### src/source/dwconv_consts.svh
`ifndef DWCONV_CONSTS_SVH
`define DWCONV_CONSTS_SVH

// channel and window geometry
`define DW_CHANNELS 8
`define DW_TAPS 9

// pixel and accumulator widths
`define DW_ACT_W 8
`define DW_ACC_W 32

// output width, one unsigned byte per channel
`define DW_OUT_W 8

// requantization, four fraction bits in the output format
`define DW_FRAC_SHIFT 4
// 6.0 with four fraction bits
`define DW_RELU_CAP 96

// result buffer entries
`define DW_FIFO_DEPTH 4

// capture register plus four adder tree stages
`define DW_PIPE_LAT 5

`endif
### src/source/dwconv_pkg.sv
`default_nettype none

`include "dwconv_consts.svh"

package dwconv_pkg;

  // one signed input pixel
  typedef logic signed [`DW_ACT_W-1:0] act_t;

  // all windows of all channels, channel 0 in the low bits
  typedef logic [`DW_CHANNELS*`DW_TAPS*`DW_ACT_W-1:0] window_t;

  // per-channel sum
  typedef logic signed [`DW_ACC_W-1:0] acc_t;

  // one requantized output
  typedef logic [`DW_OUT_W-1:0] out_act_t;

  // packed output word, channel 0 in the low byte
  typedef logic [`DW_CHANNELS*`DW_OUT_W-1:0] out_word_t;

  // input side four-phase handshake
  typedef enum logic {
    in_idle,
    in_ack_hi
  } in_state_e;

  // output side four-phase handshake
  typedef enum logic [1:0] {
    out_idle,
    out_req_hi,
    out_wait_low
  } out_state_e;

endpackage

`default_nettype wire

### src/source/result_fifo.sv
`timescale 1ns/10ps
`default_nettype none

`include "dwconv_consts.svh"

module result_fifo (
  input  logic                  clk,
  input  logic                  rstn,
  input  logic                  push,
  input  logic                  pop,
  input  dwconv_pkg::out_word_t din,
  output dwconv_pkg::out_word_t dout,
  output logic                  empty
);

  localparam int AW = $clog2(`DW_FIFO_DEPTH);

  dwconv_pkg::out_word_t mem [`DW_FIFO_DEPTH];

  // extra msb tells full from empty
  logic [AW:0] wr_ptr;
  logic [AW:0] rd_ptr;

  assign empty = (wr_ptr == rd_ptr);
  assign dout  = mem[rd_ptr[AW-1:0]];

  // storage
  always_ff @(posedge clk) begin
    if (push) begin
      mem[wr_ptr[AW-1:0]] <= din;
    end
  end

  always_ff @(posedge clk) begin
    if (!rstn) begin
      wr_ptr <= '0;
    end else if (push) begin
      wr_ptr <= wr_ptr + 1'b1;
    end
  end

  // a pop on an empty buffer is ignored
  always_ff @(posedge clk) begin
    if (!rstn) begin
      rd_ptr <= '0;
    end else if (pop && !empty) begin
      rd_ptr <= rd_ptr + 1'b1;
    end
  end

endmodule

`default_nettype wire

### config.mk
export PLATFORM = sky130hd
export DESIGN_NAME = result_fifo
export DESIGN_NICKNAME = d
export VERILOG_FILES = /design/src/source/dwconv_pkg.sv /design/src/source/result_fifo.sv
export VERILOG_INCLUDE_DIRS = /design/src /design/src/source
export SDC_FILE = /design/constraint.sdc
export NUM_CORES = 1
export LEC_CHECK = 0
export CAP_MARGIN = 20
export CORE_MARGIN = 2
export CORE_UTILIZATION = 67
export DETAILED_ROUTE_END_ITERATION = 16
export DONT_BUFFER_PORTS = 1
export GPL_TIMING_DRIVEN = 0
export PLACE_DENSITY = 0.83
export SLEW_MARGIN = 20
export SYNTH_ARGS = -nofsm -noshare
export SYNTH_HDL_FRONTEND = slang
export SYNTH_SLANG_ARGS = --single-unit
### constraint.sdc
create_clock -name clk -period 6 [get_ports clk]
set_input_delay 0.6 -clock clk [delete_from_list [all_inputs] [get_ports clk]]
set_output_delay 0.6 -clock clk [all_outputs]
set_load 0.05 [all_outputs]
### Word level (Yosys, flattened, before mapping)

Memory sizes are Yosys's and may differ from the RTL's. A register that Yosys moved wholly into a read port is not among the register bits.
Index checks and enable logic that the tools add are counted.

* RAM bits: 256
* memories: 1
* bits in registers: 6
* output and inout bits: 65

* mux-type cells: 4
* equality and inequality tests: 1
* $add $sub $neg: 2
* reductions and logical operators: 2

Memories
* mem: words 4, width 64, read ports 1, clocked after Yosys merged registers in 1, wr ports 1, RTL line result_fifo.sv:18 `` dwconv_pkg::out_word_t mem [`DW_FIFO_DEPTH]; ``

Operators by type and width (count)
* 3-bit by 1-bit adder with 3-bit output, second input constant: 2
* 2-bit two-way mux: 2
* 3-bit == test: 1
* 1-bit two-way mux: 2
* 1-bit logical AND: 1
* 1-bit logical NOT: 1

### Logic depth before layout (Yosys ltp)

* depth in word-level cells: 5
* depth in mapped cells: 4
* depth with buffers taken out: 4

### Worst setup path after synthesis

No wires, ideal clock.

* path kind: reg2reg
* start: register wr_ptr[0]
* end: memory mem[3][0] (netlist bit) (enable)
* setup slack: 3.432 ns
* buffers on the path: 0
* library setup time: 0.430 ns
* cell stages (with the launch flop): 3
* data arrival time: 2.138 ns
* path through: dfxtp_1 ha_1 and2_1

RTL lines
* from (decl): RTL line result_fifo.sv:21 `logic [AW:0] wr_ptr;`
* from (signal assigned): RTL line result_fifo.sv:38 `wr_ptr <= wr_ptr + 1'b1;`
* to (decl): RTL line result_fifo.sv:18

Straight into the memory's write port.

### Worst setup path in the final report

* start: register wr_ptr[0]
* end: output port empty

* word-level cells in the longest chain between the ends: 1

RTL lines
* 3-bit == test: RTL line result_fifo.sv:24 `assign empty = (wr_ptr == rd_ptr);`
* to (decl): RTL line result_fifo.sv:13 `output logic empty`

Every way passes these cells.

==> results_dict.tcl <==
set metrics [dict create \
    crit_chain "xnor2_1 -> nand2_1 -> nor2_1" \
    grt_antenna_before_repair 0 \
    drt-pass1-iter-count 4 \
    synth_area_um2 9760 \
    worstReg2RegEnd "mem[1][15]" \
    cpPeakStageDelay_ns 0.73 \
    swShare 0.316 \
    slew_violations 0 \
    syn_inst 386 \
    nets 490 \
    grt_max_degree 38 \
    num_vias 3984 \
    post-route-period-util 0.457 \
    worst_ep_required_time_ns 5.40 \
    synth_top_cell_by_area "edfxtp_1" \
    power.leakage_nw 3.40 \
    die-area_um2 15600 \
    rows 44 \
    setup-violations-final 0 \
    syn_to_final_growth_pct 11.1 \
    critical-path-top-delay-family "simple AND/OR/NAND/NOR gates" \
    holdCritStartpoint "din[41]" \
    worst-path-stages 3 \
    p_clk_frac 0.293 \
    p_switching_w 0.00156 \
    cts_buffers 25 \
    grt_overflow 0 \
    holdBufCountCts 0 \
    ant_nets 0 \
    hold_class "in2reg" \
    numPortBuffers 0 \
    wl_per_cell_um 26.3 \
    rsz0062_at_grt "no" \
    yosysWarningCount 0 \
    hpwl_um 9900 \
    cts_root_buf "clkbuf_16" \
    drtIter0Drc 301 \
    ys_ff_latch 264 \
    ff2ff_path_depth 3 \
    slew-limit-headroom 0.400 \
    pwr-share-comb 0.271 \
    regToRegStartpoint "wr_ptr[0]" \
    clk_pin_slew_ns 0.06 \
    dp.cells 574 \
    final_cells 619 \
    worst_slew_pin_slew_ns 0.896 \
    crit_path_start_kind "flop" \
    gp_congestion 0.687 \
    end_kind "output port" \
    power_density_nw_per_um2 455 \
    die_w_um 125 \
    drc_errors 0 \
    setup-tns-final_ns 0 \
    avgViaCountPerCell 6.44 \
    routed_wl_um 16300 \
    synth_area_leaders "edfxtp_1, mux4_2, dfxtp_1" \
    grt_first_pass_wirelength_um 25500 \
    multi_input_area_um2 1740 \
    p_seq_frac 0.436 \
    drive_gt1_frac 0.276 \
    antenna_cells 0 \
    coreArea_um2 14400 \
    cp_max_fo 6 \
    gr-usage-all-layers 0.215 \
    fin_crit_ns 2.74 \
    arrival_ns 2.14 \
    cts_repair_resize_count 0 \
    postCtsSetupRepairBufs 0 \
    hold_violations 0 \
    clock_path_buffers 3 \
    h-tree-depth 1 \
    seq_area_frac_synth 0.804 \
    synth_top_area_frac 0.787 \
    grt_pass1_vias 4236 \
    fin_worst_skew_ns 0.00557 \
    reg2reg_slack_ns 4.17 \
    boundaryPins 133 \
    regArea_um2 7850 \
    initial_core_util 0.679 \
    synth_nets 459 \
    cts_sinks 264 \
    cts_tree "built" \
    peakVddDrop_v 0.000280 \
    critPathKind "reg2out" \
    maxCapViolCount 0 \
    die_h_um 125 \
    outcome "complete, no violations" \
    fmax_ghz 0.364 \
    slowest_stage "nor2_1" \
    p_total_w 0.00493 \
    avgSynthCellArea_um2 25.3 \
    critPathBufInv 0 \
    yosysUniqueCellTypes 27 \
    fillers 735 \
    clk_latency_ns 0.50 \
    internal_power_w 0.00337 \
    whs_path_depth 0 \
    whs_endpoint "mem[3][41]" \
]
==> placed cells by master (no fill, tap or decap), types with 2 or more instances in the layout <==
cell type,Yosys,routed
clkbuf_16,0,25
xnor2_1,4,4
xor2_1,2,2
ha_1,5,5
nor2_1,4,4
clkinv_2,0,4
mux4_2,64,64
buf_12,6,10
o311ai_1,2,2
dfxtp_1,8,8
clkbuf_8,0,3
edfxtp_1,256,256
and3b_1,2,2
clkinv_1,0,3
clkbuf_1,0,9
inv_1,4,4
nand3_1,2,2
nand2_1,5,5
buf_2,6,6
and2_4,0,4
==> stage by stage <==
step / area (µm²) / utilization / setup slack [ns] / hold slack, ns
after floorplan: 9760 / - / 3.43 / 0.467
final: 10800 / 0.755 / 3.26 / 0.191
after CTS: 10800 / 0.755 / 3.26 / 0.175
after detailed placement: 10100 / 0.702 / 3.81 / 0.517
after global routing: 10800 / 0.755 / 3.18 / 0.163
after global placement: 9990 / 0.695 / 2.34 / 0.486
==> power by group through the flow <==
stage	logic, W	registers [W]	clock network (W)
CTS	0.00135	0.00215	0.00147
global placement	0.00133	0.00219	0
floorplan	0.00121	0.00218	0
finish	0.00134	0.00215	0.00144
detailed placement	0.00135	0.00219	0
global route	0.00139	0.00216	0.00155
==> layout make-up <==
class                           instances  area share
Multi-Input combinational cell        104       0.161
Inverter                                4     0.00138
Timing Repair Buffer                    4     0.00738
Buffer                                 14      0.0153
Clock inverter                          8     0.00565
Sequential cell                       264       0.724
Clock buffer                           37      0.0646
Tap cell                              184      0.0212
==> sequential cells by signal (all words and copies together) (netlist names), named ones only <==
register	flops
mem	256
rd_ptr	3
wr_ptr	3
==> synth_stat cells, drive strengths merged <==
cell type and count:
edfxtp 256, mux4 64, buf 13, dfxtp 8, ha 5, nand2 5
and2 4, inv 4, nor2 4, xnor2 4, and3b 2, nand3 2
o311ai 2, xor2 2, a211o 1, a21bo 1, a21oi 1, a31oi 1
a41oi 1, and3 1, clkbuf 1, mux2i 1, o211ai 1, o21ai 1
or3 1
==> how the worst max path moves through the flow <==
stage	startpoint	endpoint
finish	wr_ptr[0]	empty
global placement	wr_ptr[0]	mem[3][60]
CTS	wr_ptr[1]	empty
global route	wr_ptr[0]	empty
detailed placement	wr_ptr[1]	empty
floorplan	wr_ptr[0]	mem[3][0]
==> cell families (layout without fill, tap and decap cells) <==
family / count (synthesis) / in the layout / share of synthesized area
fa+ha+maj: 5 / 5 / 0.00641
simple gates: 19 / 19 / 0.0101
buf+inv: 18 / 67 / 0.0186
mux: 65 / 65 / 0.149
flops: 264 / 264 / 0.804
compound gates: 9 / 9 / 0.00705
xor+xnor: 6 / 6 / 0.00538
==> layer usage <==
metal / part of all wire / wire length [µm] / up-vias / global-route usage
li1: - / - / 1710 / -
met1: 0.38 / 6110 / 2098 / 0.290
met2: 0.52 / 8470 / 155 / 0.357
met3: 0.093 / 1510 / 21 / 0.0692
met4: 0.010 / 167 / 0 / 0.0390
met5: 0 / 0 / - / 0
Power figures use the tool's default switching activity.
