--- src/source/dwconv_consts.svh ---
`ifndef DWCONV_CONSTS_SVH
`define DWCONV_CONSTS_SVH

// channel and window geometry
`define DW_CHANNELS 8
`define DW_TAPS 9

// pixel and accumulator widths
`define DW_ACT_W 8
`define DW_ACC_W 32

// output width, one unsigned byte per channel
`define DW_OUT_W 8

// requantization, four fraction bits in the output format
`define DW_FRAC_SHIFT 4
// 6.0 with four fraction bits
`define DW_RELU_CAP 96

// result buffer entries
`define DW_FIFO_DEPTH 4

// capture register plus four adder tree stages
`define DW_PIPE_LAT 5

`endif
--- src/source/dwconv_pkg.sv ---
`default_nettype none

`include "dwconv_consts.svh"

package dwconv_pkg;

  // one signed input pixel
  typedef logic signed [`DW_ACT_W-1:0] act_t;

  // all windows of all channels, channel 0 in the low bits
  typedef logic [`DW_CHANNELS*`DW_TAPS*`DW_ACT_W-1:0] window_t;

  // per-channel sum
  typedef logic signed [`DW_ACC_W-1:0] acc_t;

  // one requantized output
  typedef logic [`DW_OUT_W-1:0] out_act_t;

  // packed output word, channel 0 in the low byte
  typedef logic [`DW_CHANNELS*`DW_OUT_W-1:0] out_word_t;

  // input side four-phase handshake
  typedef enum logic {
    in_idle,
    in_ack_hi
  } in_state_e;

  // output side four-phase handshake
  typedef enum logic [1:0] {
    out_idle,
    out_req_hi,
    out_wait_low
  } out_state_e;

endpackage

`default_nettype wire

--- src/source/channel_mac.sv ---
`timescale 1ns/10ps
`default_nettype none

`include "dwconv_consts.svh"

module channel_mac #(
  parameter int ch_index = 0
) (
  input  logic                             clk,
  input  logic                             rstn,
  input  logic                             capture,
  input  logic [`DW_TAPS*`DW_ACT_W-1:0]    window,
  output dwconv_pkg::acc_t                 sum
);

  // fixed kernels, taps in row-major order (r0c0 .. r2c2)
  // channel 1 has no upper-right tap
  localparam int KERNEL [`DW_CHANNELS][`DW_TAPS] = '{
    '{-19, -51, -19,  10,  -5,  -8,  19,  23,  19},
    '{ 13,  69,   0,  -8, -74,   4,  -6,   7,  -5},
    '{ -5,  -9,  -8,   3,  -2,  -7,  17,  14,  -3},
    '{ 31,   3, -35,  16,  -6, -31,   4,   8,  11},
    '{  2,   1,  19,   8,  -8,   7,  -6,  -4,  -5},
    '{  4,  66, -37,   9,  45,  -5, -20, -36,  -5},
    '{-35,  31,  50,  -1,  27,  13,   2, -29, -43},
    '{  6, -31, -30,  -6, -13, -12,   4,  34,  24}
  };

  logic [`DW_TAPS*`DW_ACT_W-1:0] win_q;

  dwconv_pkg::act_t pix  [`DW_TAPS];
  dwconv_pkg::acc_t prod [`DW_TAPS];

  // adder tree, 9 -> 5 -> 3 -> 2 -> 1
  dwconv_pkg::acc_t s0 [5];
  dwconv_pkg::acc_t s1 [3];
  dwconv_pkg::acc_t s2 [2];
  dwconv_pkg::acc_t s3;

  // window held for the multiplies
  always_ff @(posedge clk) begin
    if (!rstn) begin
      win_q <= '0;
    end else if (capture) begin
      win_q <= window;
    end
  end

  always_comb begin
    for (int t = 0; t < `DW_TAPS; t++) begin
      pix[t]  = win_q[t*`DW_ACT_W +: `DW_ACT_W];
      prod[t] = pix[t] * KERNEL[ch_index][t];
    end
  end

  // pipeline runs every cycle, valid is tracked by the control module
  always_ff @(posedge clk) begin
    for (int k = 0; k < 4; k++) begin
      s0[k] <= prod[2*k] + prod[2*k+1];
    end
    s0[4] <= prod[8];

    s1[0] <= s0[0] + s0[1];
    s1[1] <= s0[2] + s0[3];
    s1[2] <= s0[4];

    s2[0] <= s1[0] + s1[1];
    s2[1] <= s1[2];

    s3 <= s2[0] + s2[1];
  end

  assign sum = s3;

endmodule

`default_nettype wire

--- config.mk ---
export PLATFORM = sky130hd
export DESIGN_NAME = channel_mac
export DESIGN_NICKNAME = d
export VERILOG_FILES = /design/src/source/dwconv_pkg.sv /design/src/source/channel_mac.sv
export VERILOG_INCLUDE_DIRS = /design/src /design/src/source
export SDC_FILE = /design/constraint.sdc
export NUM_CORES = 1
export LEC_CHECK = 0
export BUFFER_PORTS_ARGS = -buffer_cell sky130_fd_sc_hd__buf_2
export CELL_PAD_IN_SITES_DETAIL_PLACEMENT = 0
export CELL_PAD_IN_SITES_GLOBAL_PLACEMENT = 1
export CORE_MARGIN = 2
export CORE_UTILIZATION = 50
export CTS_CLUSTER_SIZE = 20
export DETAILED_ROUTE_END_ITERATION = 8
export PLACE_DENSITY = 0.88
export SYNTH_ARGS = -nofsm -noshare
export SYNTH_HDL_FRONTEND = slang
export SYNTH_SLANG_ARGS = --single-unit
--- constraint.sdc ---
create_clock -name clk -period 6.92 [get_ports clk]
set_input_delay 0.692 -clock clk [delete_from_list [all_inputs] [get_ports clk]]
set_output_delay 0.692 -clock clk [all_outputs]
set_load 0.01 [all_outputs]
== Yosys cells after proc, flatten, opt, wreduce, memory -nomap -nowiden ==
Memories as Yosys holds them, arrays and structs flattened.
Index checks and enable logic that the tools add are counted.

* Add/sub/neg operators: 9
* $mul: 8
* Divide/modulo/power cells: 0
* Order comparisons: 0
* Eq/ne operators: 0
* Shift-type cells: 0
* Muxes and demuxes: 0
* Bitwise operators: 0
* Reductions and logical operators: 0

{| class="wikitable"
|+ Operators with widths
! operator !! number
|-
| adder 32 bit || 4
|-
| multiplier 8 x 6 -> 14 bit, second input constant || 5
|-
| adder 12 x 32 -> 32 bit || 1
|-
| negation 8 -> 29 bit || 1
|-
| multiplier 8 x 4 -> 12 bit, second input constant || 2
|-
| adder 14 x 15 -> 16 bit || 1
|-
| adder 14 x 13 -> 15 bit || 1
|-
| adder 14 x 14 -> 15 bit || 1
|-
| multiplier 8 x 7 -> 15 bit, second input constant || 1
|}

* Register bits: 104
* Latch bits: 0
* RAM bits: 320
* Memory bits (read-only): 0
* Input bits: 75
* Output and inout port bits: 32
* Word-level logic and storage cells: 22
* Memories: 3

{| class="wikitable"
|+ Memory list
! name !! words !! bits a word !! rd ports !! clocked after Yosys merged registers in !! wr ports !! line !! source
|-
| s0 || 5 || 32 || 5 || 0 || 5 || channel_mac.sv:35 || <nowiki>dwconv_pkg::acc_t s0 [5];</nowiki>
|-
| s1 || 3 || 32 || 3 || 0 || 3 || channel_mac.sv:36 || <nowiki>dwconv_pkg::acc_t s1 [3];</nowiki>
|-
| s2 || 2 || 32 || 2 || 0 || 2 || channel_mac.sv:37 || <nowiki>dwconv_pkg::acc_t s2 [2];</nowiki>
|}

== Logic depth before layout (Yosys ltp) ==
* Depth after elaboration: 2
* Depth in mapped cells: 21
* Gate-level depth less buffers: 21

== Worst setup path before layout ==
Ideal clock, no wire load.

* Kind: register -> register
* Start: reg win_q[1]
* End: mem s0[0][31] (netlist name)
* Setup time: 0.072 ns
* Arrival: 4.805 ns
* Data required time: 6.848 ns
* Setup slack: 2.042 ns
* Stages on the path, launching flop included: 20
* Buffers on the path: 0
* Period minus slack after synthesis: 4.878 ns
* Cells stage by stage: dfxtp_1 inv_1 ha_1 inv_1 fa_1 fa_1 inv_1 fa_1 fa_1 inv_1 fa_1 inv_1 ha_1 a21oi_1 o21bai_1 a21oi_1 o21bai_1 a221o_1 a21oi_1 xnor2_1

{| class="wikitable"
|+ RTL lines
! element !! line !! source
|-
| start: declaration || channel_mac.sv:29 || <nowiki>logic [`DW_TAPS*`DW_ACT_W-1:0] win_q;</nowiki>
|-
| start signal: assignment || channel_mac.sv:45 || <nowiki>win_q <= window;</nowiki>
|-
| end: declaration || channel_mac.sv:35 ||
|}

==> metrics.md <==
| Metric | Value |
|---|---|
| Global route total overflow | `0` |
| Hold_buf cts | `0` |
| Layout area overhead | `10.4%` |
| Share of layout cells above drive strength 1 | `7.80%` |
| H-Tree Level Count | `2` |
| Setup violators final | `0` |
| Die H | `220 um` |
| Routability cong. | `0.881` |
| Final ANT Viol Nets | `0` |
| Tmin final | `5230 ps` |
| Mapped cell area | `23400 um^2` |
| Post-synth top flop | `dfxtp_1` |
| Sequential area share after synthesis | `27.3%` |
| Worst Hold Depth | `0` |
| Placed instance count | `3103` |
| Total die area | `48600 um^2` |
| Yosys warns | `0` |
| VDD IR max | `255 uV` |
| Post-Route WL | `47200 um` |
| First-pass iteration count of the detailed router | `5` |
| Clock sink total | `320` |
| Clk_skew | `17.7 ps` |
| Initial Utilization | `50.5%` |
| CTS clk-pin slew, worst paths | `60 ps` |
| Placement Cell Area | `24600 um^2` |
| Fillers | `4130` |
| Root buffer cell | `clkbuf_16` |
| CP startpoint kind | `flop` |
| Synthesized instance count | `2431` |
| Post-synth cell types | `79` |
| Unrepaired setup endpoints after global routing | `no` |
| Hold Vio Cnt, Final | `0` |
| Final period utilization | `75.5%` |
| Row count | `79` |
| Largest net degree at the start of global routing | `73` |
| Ys async rst share | `0%` |
| Worst-Skew Late Latency | `560 ps` |
| TNS Setup | `0 ps` |
| Number of post-CTS setup repair buffers | `0` |
| Detailed Place HPWL | `38400 um` |
| P_leak | `13.1 nW` |
| Num CTS Buffers | `38` |
| Vias per cell | `5.22` |
| Nets | `3142` |
| # DRC | `0` |
| # IOs | `107` |
| FF+latch count, synth | `320` |
| Rel. slew slack | `24.9%` |
| CP max FO | `5` |
| Slew Limit Fails | `0` |
| Actual slew at the worst max-slew pin | `1130 ps` |
| Antenna cell count | `0` |
| Port Buf Inserts | `106` |
| Pwr/cell area | `473 nW/um^2` |
| Post-synth EDFFs | `0` |
| Critical path arrival | `5700 ps` |
| Bufs on Longest Clock Path | `3` |
| Crit path capture type | `flop` |
| Final std cell area, no fill | `25900 um^2` |
| Number of global-route vias before repair | `16935` |
| Gr usage total | `20.1%` |
| Syn_area_per_cell | `9.64 um^2` |
| Max-Cap Viols | `0` |
| WL/cell | `14.9 um` |
| Post-CTS sizing | `0` |
| Syn Nets | `3037` |
| Core area | `46400 um^2` |
| Via count | `16539` |
| Initial antenna violation count | `0` |
| Crit path required time | `7400 ps` |
| Worst r2r path cells | `19` |
| CP Class | `flop to flop` |
| Status | `completed` |
| Non-filler cells, final | `3170` |
| Chip width | `220 um` |
| CTS tree | `built` |
| First-pass GRT wire length | `79700 um` |
| Fmax | `191 MHz` |
| Worst min path class | `flop to flop` |
| Initial DRC Count | `753` |
==> metal layers <==
layer | GRT usage [%] | wire length (um) | up-vias
met5 | 0 | 0 | -
met4 | 5.95 | 1050 | 0
met3 | 2.67 | 1570 | 64
met2 | 36.1 | 23300 | 249
met1 | 25.0 | 21300 | 7826
li1 | - | - | 8400
==> cells in the mapped netlist, drive strengths merged, types with 5 or more instances <==
master,number,area (um^2)
a21oi,167,840
xor2,43,377
a31oi,16,100
or2,10,62.6
o21a,9,67.6
nor3,19,95.1
inv,390,1460
nor2,61,229
a311oi,6,58.8
a21o,99,744
o21ai,98,490
and3,17,106
and2,11,73.8
a31o,5,43.8
clkbuf,38,143
dfxtp,320,6410
nand3,21,105
o211ai,13,97.6
ha,384,4800
xnor2,144,1260
nand2,84,315
nor2b,92,576
a211oi,16,130
o21bai,27,203
nand4,19,119
mux2i,80,801
fa,147,2940
nand2b,15,93.8
or3,6,37.5
==> logic make-up (layout without fill, tap and decap cells) <==
logic type	Yosys count	in the layout	share of synthesized area [%]
fa+ha+maj	531	531	33.1
compound gates	506	506	13.9
buf+inv	432	564	6.93
simple gates	374	374	8.37
flops	320	320	27.3
xor+xnor	187	187	6.99
mux	81	81	3.47
==> power breakdown <==
part,leakage [nW],internal (mW),total [mW],switching [mW]
combinational,9.80,3.11,7.24,4.13
sequential,2.68,2.62,2.93,0.303
clock,0.630,1.26,2.08,0.819
total,13.1,6.99,12.2,5.25
==> worst paths after layout <==
path	start	endpoint	slack (ps)
min	s0[0][132]	s1[0][68]	320
max reg2reg	win_q[1]	s0[0][13]	1690
min reg2reg	s0[0][132]	s1[0][68]	320
max	win_q[1]	s0[0][13]	1690
==> through the flow <==
stage / util (%) / hold slack [ps] / total power [mW] / worst slack [ps]
global route: 55.8 / 330 / 13.3 / 1270
finish: 55.8 / 325 / 12.2 / 1690
detailed placement: 53.0 / 312 / 10.2 / 1710
global placement: 53.0 / 313 / 10.1 / 1770
CTS: 55.8 / 325 / 12.3 / 1690
floorplan: - / 310 / 8.43 / 2040
==> state kept, by name, indices dropped and copies added, names as in the netlist <==
name,flops
win_q,72
s0,92
sum,32
s2,46
s1,78
==> worst max-delay path: stages (launching register included) <==
cell and delay (ps):
dfxtp_1 440, inv_1 70, ha_1 290, inv_1 80, fa_1 440, fa_1 500, inv_1 50, fa_1 510
fa_1 540, inv_1 50, fa_1 490, inv_1 50, ha_1 330, a21oi_1 230, o21bai_1 90, a21oi_1 260
o21ai_0 200, a21o_1 210, a21oi_1 170, xnor2_1 140
==> layout by cell type (no fill, tap or decap), types with 13 or more instances in the layout <==
master | Yosys | routed
xnor2_1 | 144 | 144
nand2b_1 | 15 | 15
mux2i_1 | 80 | 80
nor3_1 | 19 | 19
and3_1 | 17 | 17
nand3_1 | 21 | 21
dfxtp_1 | 320 | 320
o211ai_1 | 13 | 13
ha_1 | 384 | 384
nand4_1 | 19 | 19
inv_1 | 390 | 390
a211oi_1 | 14 | 14
clkbuf_16 | 0 | 38
fa_1 | 147 | 147
buf_2 | 1 | 105
a21oi_1 | 166 | 166
a21o_1 | 98 | 98
nor2_1 | 61 | 61
xor2_1 | 43 | 43
o21bai_1 | 27 | 27
a31oi_1 | 16 | 16
nand2_1 | 84 | 84
nor2b_1 | 92 | 92
o21ai_0 | 88 | 88
==> area by class of cell <==
cell class,count,area [um^2],area share [%]
Multi-Input combinational cell,1679,15400,59.5
Sequential cell,320,6410,24.8
Inverter,390,1460,5.66
Clock buffer,47,1030,4.00
Tap cell,607,759,2.94
Timing Repair Buffer,107,541,2.09
Clock inverter,20,268,1.03
Note: power is estimated with default switching activity, not from simulation.
