$ cat config.mk
export PLATFORM = sky130hd
export DESIGN_NAME = requant_relu
export DESIGN_NICKNAME = d
export VERILOG_FILES = /design/src/source/dwconv_pkg.sv /design/src/source/requant_relu.sv
export VERILOG_INCLUDE_DIRS = /design/src /design/src/source
export SDC_FILE = /design/constraint.sdc
export NUM_CORES = 1
export LEC_CHECK = 0
export BUFFER_PORTS_ARGS = -buffer_cell sky130_fd_sc_hd__buf_4
export CELL_PAD_IN_SITES_DETAIL_PLACEMENT = 0
export CELL_PAD_IN_SITES_GLOBAL_PLACEMENT = 1
export CORE_AREA = 5 5 135 137
export DETAILED_ROUTE_END_ITERATION = 8
export DIE_AREA = 0 0 140 142
export PLACE_DENSITY = 0.87
export SKIP_LAST_GASP = 1
export SYNTH_ARGS = -nofsm -noshare
export SYNTH_HDL_FRONTEND = slang
export SYNTH_SLANG_ARGS = --single-unit
$ cat constraint.sdc
create_clock -name vclk -period 2.7
set_input_delay 0.27 -clock vclk [all_inputs]
set_output_delay 0.27 -clock vclk [all_outputs]
set_load 0.03 [all_outputs]
$ cat src/source/dwconv_consts.svh
`ifndef DWCONV_CONSTS_SVH
`define DWCONV_CONSTS_SVH

// channel and window geometry
`define DW_CHANNELS 8
`define DW_TAPS 9

// pixel and accumulator widths
`define DW_ACT_W 8
`define DW_ACC_W 32

// output width, one unsigned byte per channel
`define DW_OUT_W 8

// requantization, four fraction bits in the output format
`define DW_FRAC_SHIFT 4
// 6.0 with four fraction bits
`define DW_RELU_CAP 96

// result buffer entries
`define DW_FIFO_DEPTH 4

// capture register plus four adder tree stages
`define DW_PIPE_LAT 5

`endif
$ cat src/source/dwconv_pkg.sv
`default_nettype none

`include "dwconv_consts.svh"

package dwconv_pkg;

  // one signed input pixel
  typedef logic signed [`DW_ACT_W-1:0] act_t;

  // all windows of all channels, channel 0 in the low bits
  typedef logic [`DW_CHANNELS*`DW_TAPS*`DW_ACT_W-1:0] window_t;

  // per-channel sum
  typedef logic signed [`DW_ACC_W-1:0] acc_t;

  // one requantized output
  typedef logic [`DW_OUT_W-1:0] out_act_t;

  // packed output word, channel 0 in the low byte
  typedef logic [`DW_CHANNELS*`DW_OUT_W-1:0] out_word_t;

  // input side four-phase handshake
  typedef enum logic {
    in_idle,
    in_ack_hi
  } in_state_e;

  // output side four-phase handshake
  typedef enum logic [1:0] {
    out_idle,
    out_req_hi,
    out_wait_low
  } out_state_e;

endpackage

`default_nettype wire

$ cat src/source/requant_relu.sv
`timescale 1ns/10ps
`default_nettype none

`include "dwconv_consts.svh"

module requant_relu (
  input  dwconv_pkg::acc_t [`DW_CHANNELS-1:0] sums,
  output dwconv_pkg::out_word_t               word
);

  // per-channel bias, same scale as the sums
  localparam int BIAS [`DW_CHANNELS] = '{41, 19, -7, 46, -22, 27, 14, 34};

  // negative goes to 0, otherwise shift and cap at 6.0
  function automatic dwconv_pkg::out_act_t relu6(input dwconv_pkg::acc_t s);
    dwconv_pkg::acc_t shifted;
    dwconv_pkg::out_act_t res;
    shifted = s >>> `DW_FRAC_SHIFT;
    if (s < 0) begin
      res = '0;
    end else if (shifted > dwconv_pkg::acc_t'(`DW_RELU_CAP)) begin
      res = dwconv_pkg::out_act_t'(`DW_RELU_CAP);
    end else begin
      res = shifted[`DW_OUT_W-1:0];
    end
    return res;
  endfunction

  dwconv_pkg::acc_t biased [`DW_CHANNELS];

  always_comb begin
    for (int c = 0; c < `DW_CHANNELS; c++) begin
      biased[c] = sums[c] + BIAS[c];
      word[c*`DW_OUT_W +: `DW_OUT_W] = relu6(biased[c]);
    end
  end

endmodule

`default_nettype wire

# Word level (Yosys, flattened, before mapping)
# Index checks and enable logic that the tools add are counted.
[op_classes]
n_addsub = 8
order_cmp = 16
mux = 16
[op_table]
columns = ["operator", "count"]
rows = [
  ["$lt 32x1->1 const B", 8],
  ["$gt 28x8->1 const B", 8],
  ["$mux 8", 16],
  ["$add 32x6->32 const B", 3],
  ["$add 32x7->32 const B", 3],
  ["$add 32x4->32 const B", 1],
  ["$add 32x5->32 const B", 1],
]
[word_totals]
reg_bits = 0
inputBits = 256
wordCells = 40

# Depth between registers and ports, before layout
# Gate-level depths: netlist (run 1).
[depth]
ltp_word = 4
depth_mapped = 8
ltp_nobuf = 7

# Worst setup path after synthesis (run 1)
# OpenSTA, ideal clock, no wires.
[synth_timing]
kind = "input port to output port"
startpoint = "input sums[97] (netlist bit)"
endpoint = "output word[25]"
t_arrival_ns = 3.348
required_ns = 2.430
path_slack_ns = -0.918
path_stages = 7
cell_sequence = "or4_1 nand4_1 a22oi_1 a221o_1 nor4_1 nand2_1 a2111oi_0"
[synth_between]
elab_chain_len = 4
elab_cells_between_ends = 5
classes_between = "add/sub (1); order compare (2); mux (2)"
[synth_lines]
columns = ["item", "line", "source"]
rows = [
  ["start: declaration", "requant_relu.sv:7", "input dwconv_pkg::acc_t [`DW_CHANNELS-1:0] sums,"],
  ["$add 32x7->32 (*)", "requant_relu.sv:33", "biased[c] = sums[c] + BIAS[c];"],
  ["$gt 28x8->1", "requant_relu.sv:21", "end else if (shifted > dwconv_pkg::acc_t'(`DW_RELU_CAP)) begin"],
  ["$mux 8", "requant_relu.sv:21", ""],
  ["$mux 8 (*)", "requant_relu.sv:19", "if (s < 0) begin"],
  ["end: declaration", "requant_relu.sv:8", "output dwconv_pkg::out_word_t word"],
]
# Every way passes the cells marked *; elsewhere a longest branch is shown, timed or not.

# Final worst setup path (run 1)
[layout_timing]
startpoint = "input sums[137] (netlist bit)"
endpoint = "output word[32]"
[layout_between]
elab_chain_len = 4
elab_cells_between_ends = 5
classes_between = "add/sub (1); order compare (2); mux (2)"
[layout_lines]
columns = ["item", "line"]
rows = [
  ["$add 32x6->32 (*)", "requant_relu.sv:33"],
  ["$gt 28x8->1", "requant_relu.sv:21"],
  ["$mux 8", "requant_relu.sv:21"],
  ["$mux 8 (*)", "requant_relu.sv:19"],
]
# Marked as above.

==> results of run 1 <==
power by group through the flow:
stage	combinational (mW)	sequential, mW	clock (mW)
global route	0.931	0	0.0000000499
detailed placement	0.810	0	0
finish	0.859	0	0.0000000500
CTS	0.836	0	0
floorplan	0.300	0	0
global placement	0.802	0	0
layer usage:
metal | up-vias | GRT usage | part of all wire
met5 | - | 0 | 0
met4 | 0 | 0.02346 | 0.017
met3 | 20 | 0.02991 | 0.070
met2 | 221 | 0.3229 | 0.52
met1 | 2791 | 0.1917 | 0.39
li1 | 3091 | - | -
how the worst max path moves through the flow:
| stage | slack (ns) | to | start | cells after the start |
|---|---|---|---|---|
| 2_1_floorplan | -0.28 | word[32] | sums[134] | 7 |
| 3_3_place_gp | -0.41 | word[32] | sums[134] | 9 |
| 3_5_place_dp | -0.42 | word[32] | sums[134] | 9 |
| 4_1_cts | -0.32 | word[32] | sums[137] | 9 |
| 5_1_grt | -0.41 | word[32] | sums[137] | 9 |
| 6_report | -0.32 | word[32] | sums[137] | 9 |
per-stage QoR:
step | cell area [sq um] | cells
after floorplan | 3894 | 582
after global placement | 7131 | 1199
after detailed placement | 7131 | 1199
after CTS | 7421 | 1202
after global routing | 7674 | 1207
final | 7674 | 1207
area by class of cell:
class	instances	area [sq um]
multi-input combinational	553	4128
antenna	1	2.502
tap	225	281.5
fill	1724	9263
inverter	14	52.55
timing repair buffer	414	3209
cells by family after synthesis:
| logic type | synth area share |
|---|---|
| adder cells (fa/ha/maj) | 0.003104 |
| multiplexers | 0.02553 |
| AO/OA/AOI/OAI | 0.2763 |
| buffers and inverters | 0.04173 |
| AND/OR/NAND/NOR | 0.5292 |
| other | 0.001034 |
| XOR/XNOR | 0.1231 |
synth_stat cells, drive strengths merged (5+ instances only):
| library cell | n |
|---|---|
| or3 | 15 |
| a31oi | 10 |
| and2 | 7 |
| nor3 | 28 |
| buf | 11 |
| nand2 | 50 |
| and4 | 7 |
| o211ai | 7 |
| inv | 14 |
| a21oi | 26 |
| xor2 | 26 |
| nor4 | 35 |
| nand3 | 45 |
| or4 | 9 |
| xnor2 | 25 |
| a21o | 5 |
| and3 | 16 |
| or2 | 13 |
| nand4 | 34 |
| o21ai | 18 |
| a211o | 5 |
| a2111oi | 6 |
| nor2 | 66 |
| mux2i | 7 |
| o41ai | 5 |
timing repair:
item | in CTS | in global routing
pin swaps | 24 | 32
hold endpoints to repair | 0 | 0
buffers inserted | 3 | 4
hold buffers | 0 | 0
setup endpoints to repair | 29 | 42
resized for setup | 49 | 47
==> flow_summary.json, run 1 <==
{
  "status": "finished, violations left",
  "failed_checks": "setup timing",
  "core_area_sq_um": 16940,
  "seq_area_frac_synth": 0,
  "drtIter0Drc": 206,
  "setup_viol": 8,
  "design.seq.count": 0,
  "area_growth_pct": 111.6,
  "wl_microns": 18490,
  "layout.core_utilization": 0.4531,
  "mostFrequentLayoutCells": "buf_4 (387), nor2_1 (51), nand2_1 (49)",
  "holdPathStages": 3,
  "rows": 48,
  "leakagePower_nw": 3.275,
  "worst-path-buf-inv": 2,
  "synth_area_sq_um": 3627,
  "grt_max_degree": 10,
  "sw_frac_of_total": 0.4754,
  "whs_ns": 0.8989,
  "clock_buffers": 0,
  "antenna_found_initial": 1,
  "worst_ep_required_time_ns": 2.43,
  "final_nets": 1239,
  "yosys_warnings": 0,
  "num_io_pins": 320,
  "maxSlewViolCount": 0,
  "syn_avg_cell_area_sq_um": 6.308,
  "wl_per_cell_microns": 15.32,
  "max_stage_delay_ns": 0.56,
  "grt_first_pass_wirelength_microns": 28490,
  "final_common_cell": "buf_4",
  "rsz0062_at_grt": "yes",
  "p_seq_frac": 0,
  "antenna_left": 0,
  "crit_path_end_kind": "primary output",
  "net-switching-power_uw": 408.5,
  "netlist.area_leader.share": 0.06830,
  "min_from": "sums[95]",
  "cp_top_family": "simple AND/OR/NAND/NOR gates",
  "cp_common_cell": "buf_6",
  "hold_class": "primary input to primary output",
  "dpl.hpwl_microns": 16100,
  "preCtsSetupSlack_ns": -0.4216,
  "synthCells": 575,
  "arrival_ns": 2.75,
  "total_power_uw": 859.1,
  "hold_viol": 0,
  "grtUsageTotal": 0.1655,
  "min_period_ns": 3.015,
  "finalSetupTns_ns": -1.353,
  "crit_type": "primary input to primary output",
  "cp-start-kind": "primary input",
  "path_cells": "buf_6, or3_4, a211oi_4, or3b_1, maj3_2, o22a_1, or4_4, nor3b_4, buf_6",
  "fmax_mhz": 331.7,
  "vias_per_cell": 5.073,
  "routed-via-count": 6123,
  "clockPowerShare": 0,
  "ys_types": 79,
  "slowest_stage": "or4_4",
  "die_area_sq_um": 19880,
  "seqCellArea_sq_um": 0,
  "gr-total-overflow": 0,
  "first_global_vias": 6020,
  "start_util": 0.2142,
  "synth_area_leader_cell": "nor2_1",
  "drc": 0,
  "min_to": "word[22]",
  "p_int_uw": 450.7,
  "combPwrFrac": 1.000,
  "synth_area_leaders": "nor2_1 (6.8%), xor2_1 (6.3%), nand3_1 (6.2%)",
  "die_width_microns": 140,
  "vdd.ir_drop.worst_uv": 61.07,
  "die_h_microns": 142,
  "gp_congestion": 0.9013,
  "worst-path-max-fanout": 5,
  "drive_gt1_frac": 0.5280,
  "fin_crit_sh": 1.117,
  "first_pass_iters": 5,
  "io_buffer_count": 308,
  "maxCapViolCount": 0,
  "p_per_area_nw_per_um2": 112.0,
  "fin_ws_ns": -0.3152
}
(Power assumes the default switching activity.)
==> inputs of run 2 (changes only) <==
CORE_AREA = 5 5 122 124   (was 5 5 135 137)
DIE_AREA = 0 0 127 129   (was 0 0 140 142)
PLACE_DENSITY = 0.95   (was 0.87)
clock period = 3.8 ns   (was 2.7 ns; I/O delays follow)
==> run 2 against run 1 <==
Via count decreased by 7.6%. Highest routed layer unchanged. Die area decreased by 18%. The run now ends clean. Non-clock buffer count decreased by 104. Cell count decreased by 12%. Clock-buffer cell count unchanged. Global-route usage increased by 1.0 points. Total power decreased by 41%.
==> flow_summary.json, run 2 (same netlist as run 1, synthesis figures left out) <==
{
  "rsz0062_at_grt": "no",
  "fin_ws_ns": 0.4236,
  "worst_ep_required_time_ns": 3.42,
  "seqCellArea_sq_um": 0,
  "postCtsResizedCells": 0,
  "status": "finished clean",
  "start_util": 0.2654,
  "antenna_left": 0,
  "vdd.ir_drop.worst_uv": 55.44,
  "final_common_cell": "buf_4",
  "die_h_microns": 129,
  "placed_area_sq_um": 6108,
  "crit_path_end_kind": "primary output",
  "die_area_sq_um": 16380,
  "max_slew.worst_pin.slew_ns": 0.7834,
  "combPwrFrac": 1.000,
  "die_width_microns": 127,
  "leakagePower_nw": 2.582,
  "postCtsSetupBuffers": 0,
  "drtIter0Drc": 285,
  "grt_max_degree": 13,
  "cp-start-kind": "primary input",
  "gp_congestion": 0.8763,
  "preCtsSetupSlack_ns": 0.4162,
  "hold_class": "primary input to primary output",
  "wl_microns": 16210,
  "fmax_mhz": 296.2,
  "routed-via-count": 5655,
  "maxSlewViolCount": 0,
  "vias_per_cell": 5.350,
  "arrival_ns": 3.00,
  "fin_area_sq_um": 6108,
  "first_pass_iters": 6,
  "finalSetupTns_ns": 0,
  "num_io_pins": 320,
  "antenna_cells": 0,
  "mostFrequentLayoutCells": "buf_4 (310), nor2_1 (66), nand2_1 (50)",
  "io_buffer_count": 308,
  "relSlewSlack": 0.4643,
  "hold_viol": 0,
  "antenna_found_initial": 0,
  "area_growth_pct": 68.40,
  "gr-total-overflow": 0,
  "rows": 43,
  "core_area_sq_um": 13670,
  "drc": 0,
  "first_global_vias": 5462,
  "fin_crit_sh": 0.8885,
  "grt_first_pass_wirelength_microns": 24620,
  "drive_gt1_frac": 0.3820,
  "min_period_ns": 3.376,
  "worst-path-max-fanout": 5,
  "p_per_area_nw_per_um2": 82.52,
  "dpl.hpwl_microns": 14570,
  "clockPowerShare": 0,
  "final_nets": 1135,
  "p_int_uw": 266.0,
  "p_seq_frac": 0,
  "clock_buffers": 0,
  "wl_per_cell_microns": 15.33,
  "setup_viol": 0,
  "sw_frac_of_total": 0.4723,
  "grtUsageTotal": 0.1756,
  "maxCapViolCount": 0,
  "crit_type": "primary input to primary output",
  "ctsHoldBuffers": 0,
  "design.seq.count": 0,
  "net-switching-power_uw": 238.1
}
## run 2: metrics by stage
stage	hold slack, ns	util	cells	power [mW]
6_report	1.114	0.4470	1057	0.5041
3_5_place_dp	1.118	0.4470	1057	0.5022
2_1_floorplan	0.9698	-	582	0.1968
5_1_grt	1.135	0.4470	1057	0.5497
4_1_cts	1.119	0.4470	1057	0.5039
3_3_place_gp	1.110	0.4470	1057	0.4967
## run 2: worst max-delay path: stages
cell       delay, ns
buf_4           0.11
o21a_1          0.21
nor3_1          0.38
nor3_1          0.14
or4_1           0.52
a2111oi_1       0.56
nand2b_1        0.25
nor3_1          0.25
buf_4           0.20
## run 2: final cells by class
cell class | instances | area [sq um]
tap | 180 | 225.2
inverter | 14 | 52.55
multi-input combinational | 553 | 3503
fill | 1462 | 7557
timing repair buffer | 310 | 2327
## run 2: power groups by stage
stage | registers [mW] | logic [mW] | clock network (mW)
final | 0 | 0.504 | 0
after detailed placement | 0 | 0.502 | 0
after floorplan | 0 | 0.197 | 0
after global routing | 0 | 0.550 | 0
after global placement | 0 | 0.497 | 0
after CTS | 0 | 0.504 | 0
## run 2: per-layer routing
| layer | vias to the layer above | track usage | wire (microns) |
|---|---|---|---|
| met5 | - | 0 | 0 |
| met1 | 2539 | 0.1981 | 6385 |
| met3 | 22 | 0.03819 | 1377 |
| met4 | 0 | 0.02587 | 267 |
| met2 | 228 | 0.3428 | 8178 |
| li1 | 2866 | - | - |
## run 2: final timing paths
| kind | start | to | depth (start not counted) |
|---|---|---|---|
| hold / removal | sums[95] | word[22] | 3 |
| setup / recovery | sums[161] | word[41] | 9 |
==> inputs of run 3 (changes only) <==
CELL_PAD_IN_SITES_DETAIL_PLACEMENT = 2   (was 0)
CELL_PAD_IN_SITES_GLOBAL_PLACEMENT = 2   (was 1)
CORE_AREA = 5 5 145 147   (was 5 5 122 124)
DIE_AREA = 0 0 150 152   (was 0 0 127 129)
==> run 3 against run 2 <==
Critical path depth unchanged. Largest power group unchanged. Clock-buffer cell count stayed put. Largest cell class unchanged. Sequential cell count unchanged. Highest routed layer unchanged.
==> flow_summary.json, run 3 (same netlist as run 1, synthesis figures left out) <==
{
  "status": "finished clean",
  "fin_crit_sh": 0.9223,
  "leakagePower_nw": 2.587,
  "clock_buffers": 0,
  "dpl.hpwl_microns": 19550,
  "seqCellArea_sq_um": 0,
  "drtIter0Drc": 164,
  "gp_congestion": 0.8828,
  "worst-path-max-fanout": 7,
  "die_width_microns": 150,
  "drive_gt1_frac": 0.3827,
  "design.seq.count": 0,
  "die_area_sq_um": 22800,
  "hold_viol": 0,
  "vias_per_cell": 5.195,
  "first_global_vias": 6579,
  "wl_per_cell_microns": 18.85,
  "p_per_area_nw_per_um2": 84.64,
  "max_slew.worst_pin.slew_ns": 0.8400,
  "mostFrequentLayoutCells": "buf_4 (311), nor2_1 (66), nand2_1 (50)",
  "rows": 52,
  "crit_type": "primary input to primary output",
  "finalSetupTns_ns": 0,
  "area_growth_pct": 71.71,
  "start_util": 0.1834,
  "min_to": "word[22]",
  "grtUsageTotal": 0.1740,
  "antenna_found_initial": 0,
  "setup_viol": 0,
  "vdd.ir_drop.worst_uv": 32.79,
  "holdPathStages": 3,
  "crit_path_end_kind": "primary output",
  "final_common_cell": "buf_4",
  "wl_microns": 21640,
  "drc": 0,
  "relSlewSlack": 0.4255,
  "preCtsSetupSlack_ns": 0.2817,
  "final_nets": 1136,
  "maxCapViolCount": 0,
  "antenna_left": 0,
  "cp-start-kind": "primary input",
  "gr-total-overflow": 0,
  "grt_max_degree": 13,
  "first_pass_iters": 4,
  "maxSlewViolCount": 0,
  "total_power_uw": 527.2,
  "antenna_cells": 0,
  "num_io_pins": 320,
  "hold_class": "primary input to primary output",
  "arrival_ns": 3.12,
  "min_from": "sums[95]",
  "ctsHoldBuffers": 0,
  "worst_ep_required_time_ns": 3.42,
  "min_period_ns": 3.505,
  "io_buffer_count": 308,
  "postCtsResizedCells": 0,
  "routed-via-count": 5964,
  "die_h_microns": 152,
  "fmax_mhz": 285.3,
  "postCtsSetupBuffers": 0,
  "rsz0062_at_grt": "no",
  "grt_first_pass_wirelength_microns": 33610,
  "core_area_sq_um": 19780,
  "fin_ws_ns": 0.2954
}
-- run 3: final cells by class --
cell class / instances / area, sq um
multi-input combinational: 553 / 3503
inverter: 14 / 52.55
tap: 270 / 337.8
fill: 2492 / 13550
timing repair buffer: 311 / 2335
-- run 3: per-layer routing --
metal  wire [microns]  vias to the layer above  track usage  part of all wire
met5                0                        -            0                 0
met4              401                        0      0.02745             0.019
met3             1873                       20      0.04379             0.087
met2            11020                      235       0.3339              0.51
met1             8345                     2845       0.1933              0.39
li1                 -                     2864            -                 -
-- run 3: how the worst max path moves through the flow --
stage | from | to | cells after the start
final | sums[22] | word[1] | 9
after global routing | sums[34] | word[9] | 9
after CTS | sums[22] | word[1] | 9
after detailed placement | sums[22] | word[1] | 9
after global placement | sums[161] | word[41] | 10
after floorplan | sums[0] | word[1] | 8
-- run 3: worst max-delay path, stage by stage --
cell and delay [ns]:
buf_4 0.09, nand2_1 0.11, nor4_1 0.53, nand4_1 0.38, mux2i_1 0.21, nor4_1 0.23, nand4_1 0.39, a2111oi_0 0.54
buf_4 0.25
-- run 3: power by group --
group          internal (mW)  leakage (nW)  switching (mW)  total (mW)
clock network              0             0               0           0
logic                  0.267          2.59           0.261       0.527
registers                  0             0               0           0
total                  0.267          2.59           0.261       0.527
-- run 3: per-stage QoR --
step | hold slack, ns | instances | area, sq um | util
2_1_floorplan | 0.9698 | 582 | 3655 | -
3_3_place_gp | 1.115 | 1148 | 6228 | 0.3149
3_5_place_dp | 1.118 | 1148 | 6228 | 0.3149
4_1_cts | 1.120 | 1148 | 6228 | 0.3149
5_1_grt | 1.134 | 1148 | 6228 | 0.3149
6_report | 1.122 | 1148 | 6228 | 0.3149
